===== src/rtl/exec_pipe_pkg.sv =====
/*
 * Datapath types for the execute stage: word, register address,
 * instruction size and instruction word, plus the s3 payload width.
 */
`default_nettype none

package exec_pipe_pkg;

    localparam int XLEN = 32;                   // Datapath width

    typedef logic [XLEN-1:0] word_t;            // Operand or result
    typedef logic [4:0]      reg_addr_t;        // Register address
    typedef logic [1:0]      size_t;            // Instruction size
    typedef logic [31:0]     instr_t;           // Raw instruction word

    // s3 payload: rd, uop (5), fu (3), trap, size, instr, opr_a, opr_b
    localparam int CTRL_W = $bits(reg_addr_t) + 5 + 3 + 1 + $bits(size_t)
                          + $bits(instr_t) + 2 * XLEN;

endpackage

`default_nettype wire


===== src/rtl/exec_uop_pkg.sv =====
/*
 * Functional unit and micro-op encodings for the execute stage.
 * Micro-op codes are unique across all units.
 */
`default_nettype none

package exec_uop_pkg;

    // Functional unit select ------
    typedef enum logic [2:0] {
        FU_ALU = 3'd0,                          // Integer ALU
        FU_MUL = 3'd1,                          // Multi-cycle multiplier
        FU_LSU = 3'd2,                          // Load/store address gen
        FU_CFU = 3'd3,                          // Branches and jumps
        FU_CSR = 3'd4                           // CSR access
    } fu_t;

    // Micro-ops ------------------
    typedef enum logic [4:0] {
        ALU_ADD       = 5'd0,
        ALU_SUB       = 5'd1,
        ALU_XOR       = 5'd2,
        ALU_OR        = 5'd3,
        ALU_AND       = 5'd4,
        ALU_SLL       = 5'd5,
        ALU_SRL       = 5'd6,
        ALU_SRA       = 5'd7,
        ALU_SLT       = 5'd8,
        ALU_SLTU      = 5'd9,
        MUL_MUL       = 5'd10,                  // Low word
        MUL_MULH      = 5'd11,                  // High word, signed x signed
        MUL_MULHU     = 5'd12,                  // High word, unsigned x unsigned
        MUL_MULHSU    = 5'd13,                  // High word, signed x unsigned
        LSU_LOAD      = 5'd14,
        LSU_STORE     = 5'd15,
        CFU_BEQ       = 5'd16,
        CFU_BNE       = 5'd17,
        CFU_BLT       = 5'd18,
        CFU_BGE       = 5'd19,
        CFU_BLTU      = 5'd20,
        CFU_BGEU      = 5'd21,
        CFU_JALI      = 5'd22,                  // Jump, target in operand C
        CFU_JALR      = 5'd23,                  // Jump, target is A + B
        CFU_TAKEN     = 5'd24,                  // Resolved branch outcomes
        CFU_NOT_TAKEN = 5'd25,                  // Only ever driven on s3
        CSR_OP        = 5'd26
    } uop_t;

endpackage

`default_nettype wire


===== src/rtl/exec_alu.sv =====
/*
 * Integer ALU. Adder, shifter, logic ops and comparator flags.
 * Fully combinational.
 */
`timescale 1ns/1ns
`default_nettype none

module exec_alu
    import exec_uop_pkg::*;
    import exec_pipe_pkg::*;
(
    input  wire uop_t i_uop,                    // Micro-op
    input  wire word_t i_lhs,                   // Left operand
    input  wire word_t i_rhs,                   // Right operand
    output word_t     o_result,                 // ALU op result
    output word_t     o_add_result,             // lhs + rhs, always valid
    output logic      o_lt,                     // lhs < rhs
    output logic      o_eq                      // lhs == rhs
);

    logic          cmp_unsigned;                // Unsigned compare ops
    logic          lhs_ext;                     // Extension bits for compare
    logic          rhs_ext;
    logic [XLEN:0] cmp_diff;                    // One bit wider than a word
    logic [4:0]    shamt;                       // Shift amount
    word_t         add_sum;

    // Comparator ------------------
    assign cmp_unsigned = (i_uop == ALU_SLTU) ||
                          (i_uop == CFU_BLTU) ||
                          (i_uop == CFU_BGEU);

    assign lhs_ext  = !cmp_unsigned && i_lhs[XLEN-1]; // Sign or zero extend
    assign rhs_ext  = !cmp_unsigned && i_rhs[XLEN-1];
    assign cmp_diff = {lhs_ext, i_lhs} - {rhs_ext, i_rhs};

    assign o_lt = cmp_diff[XLEN];               // Sign of the true difference
    assign o_eq = (i_lhs == i_rhs);

    // Adder and shifter ------------
    assign add_sum      = i_lhs + i_rhs;
    assign o_add_result = add_sum;              // LSU and JALR addresses
    assign shamt        = i_rhs[4:0];

    // Result select
    always_comb begin
        case (i_uop)
            ALU_ADD:  o_result = add_sum;
            ALU_SUB:  o_result = cmp_diff[XLEN-1:0]; // Low bits are lhs - rhs
            ALU_XOR:  o_result = i_lhs ^ i_rhs;
            ALU_OR:   o_result = i_lhs | i_rhs;
            ALU_AND:  o_result = i_lhs & i_rhs;
            ALU_SLL:  o_result = i_lhs << shamt;
            ALU_SRL:  o_result = i_lhs >> shamt;
            ALU_SRA:  o_result = word_t'($signed(i_lhs) >>> shamt);
            ALU_SLT,
            ALU_SLTU: o_result = {{(XLEN-1){1'b0}}, o_lt};
            default:  o_result = '0;            // Non-ALU uops
        endcase
    end

endmodule

`default_nettype wire


===== src/rtl/exec_mul.sv =====
/*
 * Iterative shift-and-add multiplier, 32x32 to 64 bits.
 * Retires MUL_STEP_BITS multiplier bits per cycle.
 * Handles signed, unsigned and mixed operands.
 */
`timescale 1ns/1ns
`default_nettype none

module exec_mul
    import exec_uop_pkg::*;
    import exec_pipe_pkg::*;
#(
    parameter int MUL_STEP_BITS = 4             // 1, 2, 4 or 8
) (
    input  wire        g_clk,
    input  wire        g_resetn,
    input  wire        i_valid,                 // Multiply present at input
    input  wire        i_restart,               // Transfer or flush
    input  wire uop_t  i_uop,
    input  wire word_t i_rs1,                   // Multiplicand
    input  wire word_t i_rs2,                   // Multiplier
    output word_t [1:0] o_product,              // [1] high, [0] low word
    output logic       o_ready                  // Product valid
);

    typedef enum logic [1:0] {IDLE, RUN, DONE} mul_state_t;

    mul_state_t          state;
    logic [5:0]          bit_pos;               // Multiplier bits retired
    logic [2*XLEN-1:0]   acc;                   // Running product
    logic [2*XLEN-1:0]   mcand;                 // Extended, shifted multiplicand
    logic [2*XLEN-1:0]   step_acc;              // acc after this cycle's bits
    word_t               mplier;                // Unretired multiplier bits
    logic                neg_top;               // rs2 bit 31 has negative weight
    logic                rs1_signed;
    logic                rs2_signed;
    logic                last_step;

    assign rs1_signed = (i_uop != MUL_MULHU);
    assign rs2_signed = (i_uop == MUL_MUL) || (i_uop == MUL_MULH);
    assign last_step  = (bit_pos == 6'(XLEN - MUL_STEP_BITS));

    // Add partial products for this cycle; signed rs2 subtracts its top bit
    always_comb begin
        step_acc = acc;
        for (int k = 0; k < MUL_STEP_BITS; k++) begin
            if (mplier[k]) begin
                if (neg_top && last_step && (k == MUL_STEP_BITS - 1)) begin
                    step_acc = step_acc - (mcand << k);
                end else begin
                    step_acc = step_acc + (mcand << k);
                end
            end
        end
    end

    // Control FSM ------------------
    always_ff @(posedge g_clk) begin
        if (!g_resetn) begin
            state   <= IDLE;
            bit_pos <= '0;
        end else if (i_restart) begin
            state   <= IDLE;                    // Abort or next instruction
            bit_pos <= '0;
        end else begin
            case (state)
                IDLE: if (i_valid) begin
                    state   <= RUN;
                    bit_pos <= '0;
                end
                RUN: begin
                    bit_pos <= bit_pos + 6'(MUL_STEP_BITS);
                    if (last_step) begin
                        state <= DONE;
                    end
                end
                default: state <= DONE;         // Hold until restart
            endcase
        end
    end

    // Datapath ----------------------
    always_ff @(posedge g_clk) begin
        if (state == IDLE) begin
            acc     <= '0;
            mcand   <= {{XLEN{rs1_signed & i_rs1[XLEN-1]}}, i_rs1};
            mplier  <= i_rs2;
            neg_top <= rs2_signed;
        end else if (state == RUN) begin
            acc    <= step_acc;
            mcand  <= mcand << MUL_STEP_BITS;
            mplier <= mplier >> MUL_STEP_BITS;
        end
    end

    assign o_product = acc;
    assign o_ready   = (state == DONE);

endmodule

`default_nettype wire


===== src/rtl/exec_pipe_reg.sv =====
/*
 * One-entry pipeline register with valid/busy handshake and flush.
 */
`timescale 1ns/1ns
`default_nettype none

module exec_pipe_reg #(
    parameter int WIDTH = 32                    // Payload width
) (
    input  wire              g_clk,
    input  wire              g_resetn,
    input  wire [WIDTH-1:0]  i_data,            // Payload from this stage
    input  wire              i_valid,           // Load request
    input  wire              i_flush,           // Drop held and incoming item
    input  wire              i_busy,            // Consumer stalled
    output logic [WIDTH-1:0] o_data,
    output logic             o_valid,           // Item held
    output logic             o_busy             // Full and blocked
);

    logic load;

    assign o_busy = o_valid && i_busy;
    assign load   = i_valid && !o_busy;         // Transfer into register

    always_ff @(posedge g_clk) begin
        if (!g_resetn) begin
            o_valid <= 1'b0;
        end else if (i_flush) begin
            o_valid <= 1'b0;                    // Flush wins over load
        end else if (load) begin
            o_valid <= 1'b1;
        end else if (!i_busy) begin
            o_valid <= 1'b0;                    // Consumed, nothing new
        end
    end

    // Payload
    always_ff @(posedge g_clk) begin
        if (load) begin
            o_data <= i_data;
        end
    end

endmodule

`default_nettype wire


===== src/rtl/exec_stage.sv =====
/*
 * Execute stage top. Unit operand selection, branch resolution,
 * multiply stall and the s3 output register.
 */
`timescale 1ns/1ns
`default_nettype none

module exec_stage
    import exec_uop_pkg::*;
    import exec_pipe_pkg::*;
#(
    parameter int MUL_STEP_BITS = 4             // Multiplier bits per cycle
) (
    input  wire            g_clk,
    input  wire            g_resetn,
    input  wire reg_addr_t i_s2_rd,             // Dest reg, trap cause if trap
    input  wire word_t     i_s2_opr_a,
    input  wire word_t     i_s2_opr_b,
    input  wire word_t     i_s2_opr_c,
    input  wire uop_t      i_s2_uop,
    input  wire fu_t       i_s2_fu,
    input  wire            i_s2_trap,
    input  wire size_t     i_s2_size,
    input  wire instr_t    i_s2_instr,
    input  wire            i_s2_valid,
    output logic           o_s2_busy,           // Stall decode
    input  wire            i_flush,
    output reg_addr_t      o_s3_rd,
    output word_t          o_s3_opr_a,
    output word_t          o_s3_opr_b,
    output uop_t           o_s3_uop,
    output fu_t            o_s3_fu,
    output logic           o_s3_trap,
    output size_t          o_s3_size,
    output instr_t         o_s3_instr,
    output logic           o_s3_valid,
    input  wire            i_s3_busy            // Writeback stalled
);

    // Payload bit offsets, opr_b at the bottom
    localparam int OA_LSB  = XLEN;
    localparam int IN_LSB  = 2 * XLEN;
    localparam int SZ_LSB  = IN_LSB + $bits(instr_t);
    localparam int TR_LSB  = SZ_LSB + $bits(size_t);
    localparam int FU_LSB  = TR_LSB + 1;
    localparam int UOP_LSB = FU_LSB + $bits(fu_t);
    localparam int RD_LSB  = UOP_LSB + $bits(uop_t);

    word_t              alu_result;
    word_t              alu_add;
    logic               alu_lt;
    logic               alu_eq;
    word_t [1:0]        mul_product;            // [1] high word
    logic               mul_ready;
    logic               mul_present;            // Multiply waiting in s2
    logic               p_valid;                // s2 transfer this cycle
    logic               p_busy;                 // Output register blocked
    logic               cfu_cond;               // Conditional branch
    logic               cond_taken;
    uop_t               n_uop;
    word_t              n_opr_a;
    word_t              n_opr_b;
    logic [CTRL_W-1:0]  pipe_in;
    logic [CTRL_W-1:0]  pipe_out;

    // Handshake ---------------------
    assign mul_present = i_s2_valid && (i_s2_fu == FU_MUL);
    assign o_s2_busy   = p_busy || (mul_present && !mul_ready);
    assign p_valid     = i_s2_valid && !o_s2_busy;

    // Branch resolution -------------
    assign cfu_cond = (i_s2_fu == FU_CFU) &&
                      (i_s2_uop inside {CFU_BEQ, CFU_BNE, CFU_BLT,
                                        CFU_BGE, CFU_BLTU, CFU_BGEU});

    always_comb begin
        case (i_s2_uop)
            CFU_BEQ:          cond_taken = alu_eq;
            CFU_BNE:          cond_taken = !alu_eq;
            CFU_BLT, CFU_BLTU: cond_taken = alu_lt;  // ALU picks signedness
            default:          cond_taken = !alu_lt; // BGE, BGEU
        endcase
    end

    assign n_uop = cfu_cond ? (cond_taken ? CFU_TAKEN : CFU_NOT_TAKEN) : i_s2_uop;

    // Operand select ----------------
    always_comb begin
        case (i_s2_fu)
            FU_ALU: n_opr_a = alu_result;
            FU_MUL: n_opr_a = (i_s2_uop == MUL_MUL) ? mul_product[0] : mul_product[1];
            FU_LSU: n_opr_a = alu_add;          // Memory address
            FU_CFU: n_opr_a = (i_s2_uop == CFU_JALR) ? {alu_add[XLEN-1:1], 1'b0}
                                                     : {i_s2_opr_c[XLEN-1:1], 1'b0};
            default: n_opr_a = i_s2_opr_a;      // CSR pass-through
        endcase
    end

    always_comb begin
        if (i_s2_trap) begin
            n_opr_b = word_t'(i_s2_rd);         // Trap cause
        end else begin
            case (i_s2_fu)
                FU_MUL:         n_opr_b = mul_product[1];
                FU_LSU, FU_CSR: n_opr_b = i_s2_opr_c; // Store data or CSR operand
                default:        n_opr_b = '0;
            endcase
        end
    end

    // Units -------------------------
    exec_alu alu_inst (
        .i_uop        (i_s2_uop),
        .i_lhs        (i_s2_opr_a),
        .i_rhs        (i_s2_opr_b),
        .o_result     (alu_result),
        .o_add_result (alu_add),
        .o_lt         (alu_lt),
        .o_eq         (alu_eq)
    );

    exec_mul #(.MUL_STEP_BITS(MUL_STEP_BITS)) mul_inst (
        .g_clk     (g_clk),
        .g_resetn  (g_resetn),
        .i_valid   (mul_present),
        .i_restart (p_valid || i_flush),        // Done with it, or aborted
        .i_uop     (i_s2_uop),
        .i_rs1     (i_s2_opr_a),
        .i_rs2     (i_s2_opr_b),
        .o_product (mul_product),
        .o_ready   (mul_ready)
    );

    // Output register ---------------
    assign pipe_in = {i_s2_rd, n_uop, i_s2_fu, i_s2_trap, i_s2_size,
                      i_s2_instr, n_opr_a, n_opr_b};

    exec_pipe_reg #(.WIDTH(CTRL_W)) pipe_reg_inst (
        .g_clk    (g_clk),
        .g_resetn (g_resetn),
        .i_data   (pipe_in),
        .i_valid  (p_valid),
        .i_flush  (i_flush),
        .i_busy   (i_s3_busy),
        .o_data   (pipe_out),
        .o_valid  (o_s3_valid),
        .o_busy   (p_busy)
    );

    assign o_s3_rd    = pipe_out[RD_LSB +: $bits(reg_addr_t)];
    assign o_s3_uop   = uop_t'(pipe_out[UOP_LSB +: $bits(uop_t)]);
    assign o_s3_fu    = fu_t'(pipe_out[FU_LSB +: $bits(fu_t)]);
    assign o_s3_trap  = pipe_out[TR_LSB];
    assign o_s3_size  = pipe_out[SZ_LSB +: $bits(size_t)];
    assign o_s3_instr = pipe_out[IN_LSB +: $bits(instr_t)];
    assign o_s3_opr_a = pipe_out[OA_LSB +: XLEN];
    assign o_s3_opr_b = pipe_out[XLEN-1:0];

endmodule

`default_nettype wire


===== config.mk =====
export PLATFORM = sky130hd
export DESIGN_NAME = exec_stage
export DESIGN_NICKNAME = d
export VERILOG_FILES = /design/src/rtl/exec_pipe_pkg.sv /design/src/rtl/exec_uop_pkg.sv /design/src/rtl/exec_alu.sv /design/src/rtl/exec_mul.sv /design/src/rtl/exec_pipe_reg.sv /design/src/rtl/exec_stage.sv
export SDC_FILE = /design/constraint.sdc
export NUM_CORES = 2
export LEC_CHECK = 0
export BUFFER_PORTS_ARGS = -buffer_cell sky130_fd_sc_hd__buf_2
export CORE_MARGIN = 3
export CORE_UTILIZATION = 45
export CTS_CLUSTER_DIAMETER = 80
export DETAILED_ROUTE_END_ITERATION = 12
export GPL_ROUTABILITY_DRIVEN = 0
export PLACE_DENSITY = 0.73
export SKIP_CTS_REPAIR_TIMING = 1
export SLEW_MARGIN = 20
export SYNTH_ARGS = -nofsm -noshare
export SYNTH_HDL_FRONTEND = slang
export SYNTH_HIERARCHICAL = 1
export SYNTH_SLANG_ARGS = --single-unit

===== constraint.sdc =====
create_clock -name g_clk -period 11.5 [get_ports g_clk]
set_clock_uncertainty 0.2 [all_clocks]
set_input_delay 1.15 -clock g_clk [delete_from_list [all_inputs] [get_ports g_clk]]
set_output_delay 1.15 -clock g_clk [all_outputs]
set_load 0.02 [all_outputs]

==> out/qor.yml <==
synthTopCellsByArea: "edfxtp_1, ha_1, a21oi_1"
r2r_setup_slack_ns: 0.57
cts_root_buf: "clkbuf_16"
syn_inst: 5070
cts_buffers: 41
crit_required_ns: 11.78
status: "finished with violations"
rows: 108
tritoncts: "yes"
timing.hold.ws_ns: 0.298
crit_path_frequent_cell: "ha_1"
pwr_density_cell_nw_per_um2: 122
clock.fmax_ghz: 0.0915
areaGrowthSynthToFinish_pct: 8.31
ys_async_sr_fraction_pct: 0
avgSynthCellArea_um2: 7.79
syn_nets: 5572
start_util_pct: 45.5
hold_viol_final: 0
drt_iter0_markers: 6272
coreArea_um2: 86900
relSlewSlack_pct: 20.0
yosys_warnings: 6
grt_pass1_vias: 38100
hold_class: "flip-flop to flip-flop"
syn_area_um2: 39500
yosys.area.top_type: "edfxtp_1"
drive_gt1_share_pct: 13.1
final_nets: 5603
critical_path_class: "flip-flop to flip-flop"
clk_latency_ns: 0.61
h-tree-depth: 2
layout_setup_ws_ns: 0.568
synth_edf_count: 209
worstMarginPinSlew_ns: 1.20
max_stage_delay_ns: 0.53
fillCellCount: 8331
rr_worst_depth: 43
antenna_left: 0
multi_input_area_um2: 29800
routed_wl_um: 163000
maxCapViolCount: 0
min_path_cells: 2
seqCellArea_um2: 7700
synth_seq_cells: 280
p_total_uw: 5240
clock_sinks: 280
fin_util_pct: 49.2
r2r-end: "mul_inst/o_product[63]$_SDFFE_PP0P_"
setup_violations: 0
synth_top_area_share_pct: 15.9
antenna_found_initial: 14
finalCritPeriodShare_pct: 95.1
vdd_ir_drop_max_mv: 0.105
overflow: 0
min_period_ns: 10.93
dpl_worst_slack_ns: 0.363
slew_viol_final: 0
slowest_stage: "edfxtp_1"
fp.dieW_um: 302
synth-seq-area-share_pct: 19.5
post-route-drc-count: 1
cp-start-kind: "flip-flop"
grt_setup_unrepaired: "no"
io_buffers: 262
vias: 42200
finalSetupTns_ns: 0
dieArea_um2: 91400
violations: "design-rule violations"
r2r-start: "mul_inst/mcand[0]$_SDFFCE_PN0P_"
die_y_um: 302
synthMostInstantiatedCell: "nor2_1"
clock_path_buffers: 3
ios: 263
routedWlPerCell_um: 25.8
critical_path_arrival_ns: 11.21
place_hpwl_um: 124000
drtPass1Iterations: 13
grt_pass1_wl_um: 239000
grt_use_total_pct: 34.0
endpoint_kind: "flip-flop"
clk_pin_slew_worst_paths_ns: 0.06
p_leak_uw: 0.0186
grt_start_max_net_pins: 76
ys.flop_type: "edfxtp_1"
path_max_fanout: 8
min_from: "mul_inst/bit_pos[3]$_SDFFE_PP0P_"
synth_common_cells: "nor2_1, nand2_1, a21oi_1"
drt-vias-per-instance: 6.71
hold_end: "mul_inst/bit_pos[3]$_SDFFE_PP0P_"
synth.distinct_cells: 115
[layout by cell type (no fill, tap or decap), types with 174 or more instances in the layout]
| master | Yosys | final |
|---|---|---|
| a21o_1 | 206 | 206 |
| buf_2 | 46 | 260 |
| nor2_1 | 502 | 499 |
| inv_1 | 174 | 174 |
| o21ai_0 | 312 | 311 |
| ha_1 | 347 | 347 |
| edfxtp_1 | 209 | 209 |
| nand2_1 | 492 | 492 |
| a21oi_1 | 465 | 463 |
| xnor2_1 | 229 | 229 |
[routing by layer]
metal / up-vias / track usage [%] / wire (um)
li1: 18800 / - / -
met1: 19600 / 43.1 / 60300
met2: 3138 / 49.4 / 65800
met3: 699 / 12.4 / 24800
met4: 16 / 20.4 / 11700
met5: - / 0 / 111
[cell families (layout without fill, tap and decap cells)]
group | after synthesis | count (layout) | synth area share, %
compound gates | 1678 | 1678 | 27.8
simple gates | 1628 | 1628 | 19.5
buf+inv | 512 | 576 | 5.17
fa+ha+maj | 353 | 353 | 11.3
xor+xnor | 344 | 344 | 7.66
flops | 280 | 280 | 19.5
mux | 275 | 275 | 9.05
other cells | 0 | 8 | 0
[worst max path at each step]
| stage | start | to | slack, ns | depth (start not counted) |
|---|---|---|---|---|
| 6_report | mul_inst/mcand[0]$_SDFFCE_PN0P_ | mul_inst/o_product[63]$_SDFFE_PP0P_ | 0.57 | 43 |
| 5_1_grt | mul_inst/mcand[0]$_SDFFCE_PN0P_ | mul_inst/o_product[63]$_SDFFE_PP0P_ | 0.02 | 50 |
| 4_1_cts | mul_inst/mcand[0]$_SDFFCE_PN0P_ | mul_inst/o_product[62]$_SDFFE_PP0P_ | 0.33 | 46 |
| 3_5_place_dp | mul_inst/mcand[0]$_SDFFCE_PN0P_ | mul_inst/o_product[63]$_SDFFE_PP0P_ | 0.36 | 43 |
| 3_3_place_gp | mul_inst/mcand[0]$_SDFFCE_PN0P_ | mul_inst/o_product[62]$_SDFFE_PP0P_ | 0.59 | 46 |
| 2_1_floorplan | mul_inst/mcand[11]$_DFFE_PP_ | mul_inst/o_product[60]$_SDFFE_PP0P_ | 2.04 | 49 |
[per-stage QoR]
stage,cell area [um^2],instances
floorplan,39500,5070
global placement,41400,6213
detailed placement,41400,6213
CTS,42700,6289
global route,42800,6291
finish,42800,6297
[critical path, delay by kind of cell (launching register included)]
family                     cells  cell delay (ns)
DFF                            1             0.53
buffers and inverters          1             0.08
adders and majority gates      5             1.71
muxes                          2             0.60
and+or+nand+nor               11             2.61
xor gates and xnor gates       3             0.49
AOI/OAI and AO/OA             21             4.62
[power breakdown]
| part | internal [uW] | leakage (uW) | total (uW) | switching [uW] |
|---|---|---|---|---|
| registers | 1150 | 0.00270 | 1210 | 65.5 |
| logic | 1060 | 0.0152 | 2730 | 1670 |
| clock network | 749 | 0.000653 | 1290 | 542 |
| total | 2960 | 0.0186 | 5240 | 2280 |
[final cells by class]
class                      count  area share, %
tap                         1155           3.38
sequential                   280           18.0
inverter                     183           1.61
antenna                        8         0.0468
clock buffer                  49           2.51
clock inverter                27          0.673
timing repair buffer         317           4.04
multi-input combinational   4278           69.7
[flip-flops by register name, summed over array words and instances, names as in the netlist]
name / count
pipe_reg_inst/o_data: 112
mul_inst/mcand: 64
mul_inst/o_product: 64
mul_inst/mplier: 32
mul_inst/bit_pos: 4
mul_inst/state: 2
mul_inst/neg_top: 1
pipe_reg_inst/o_valid: 1
(Power assumes the default switching activity.)
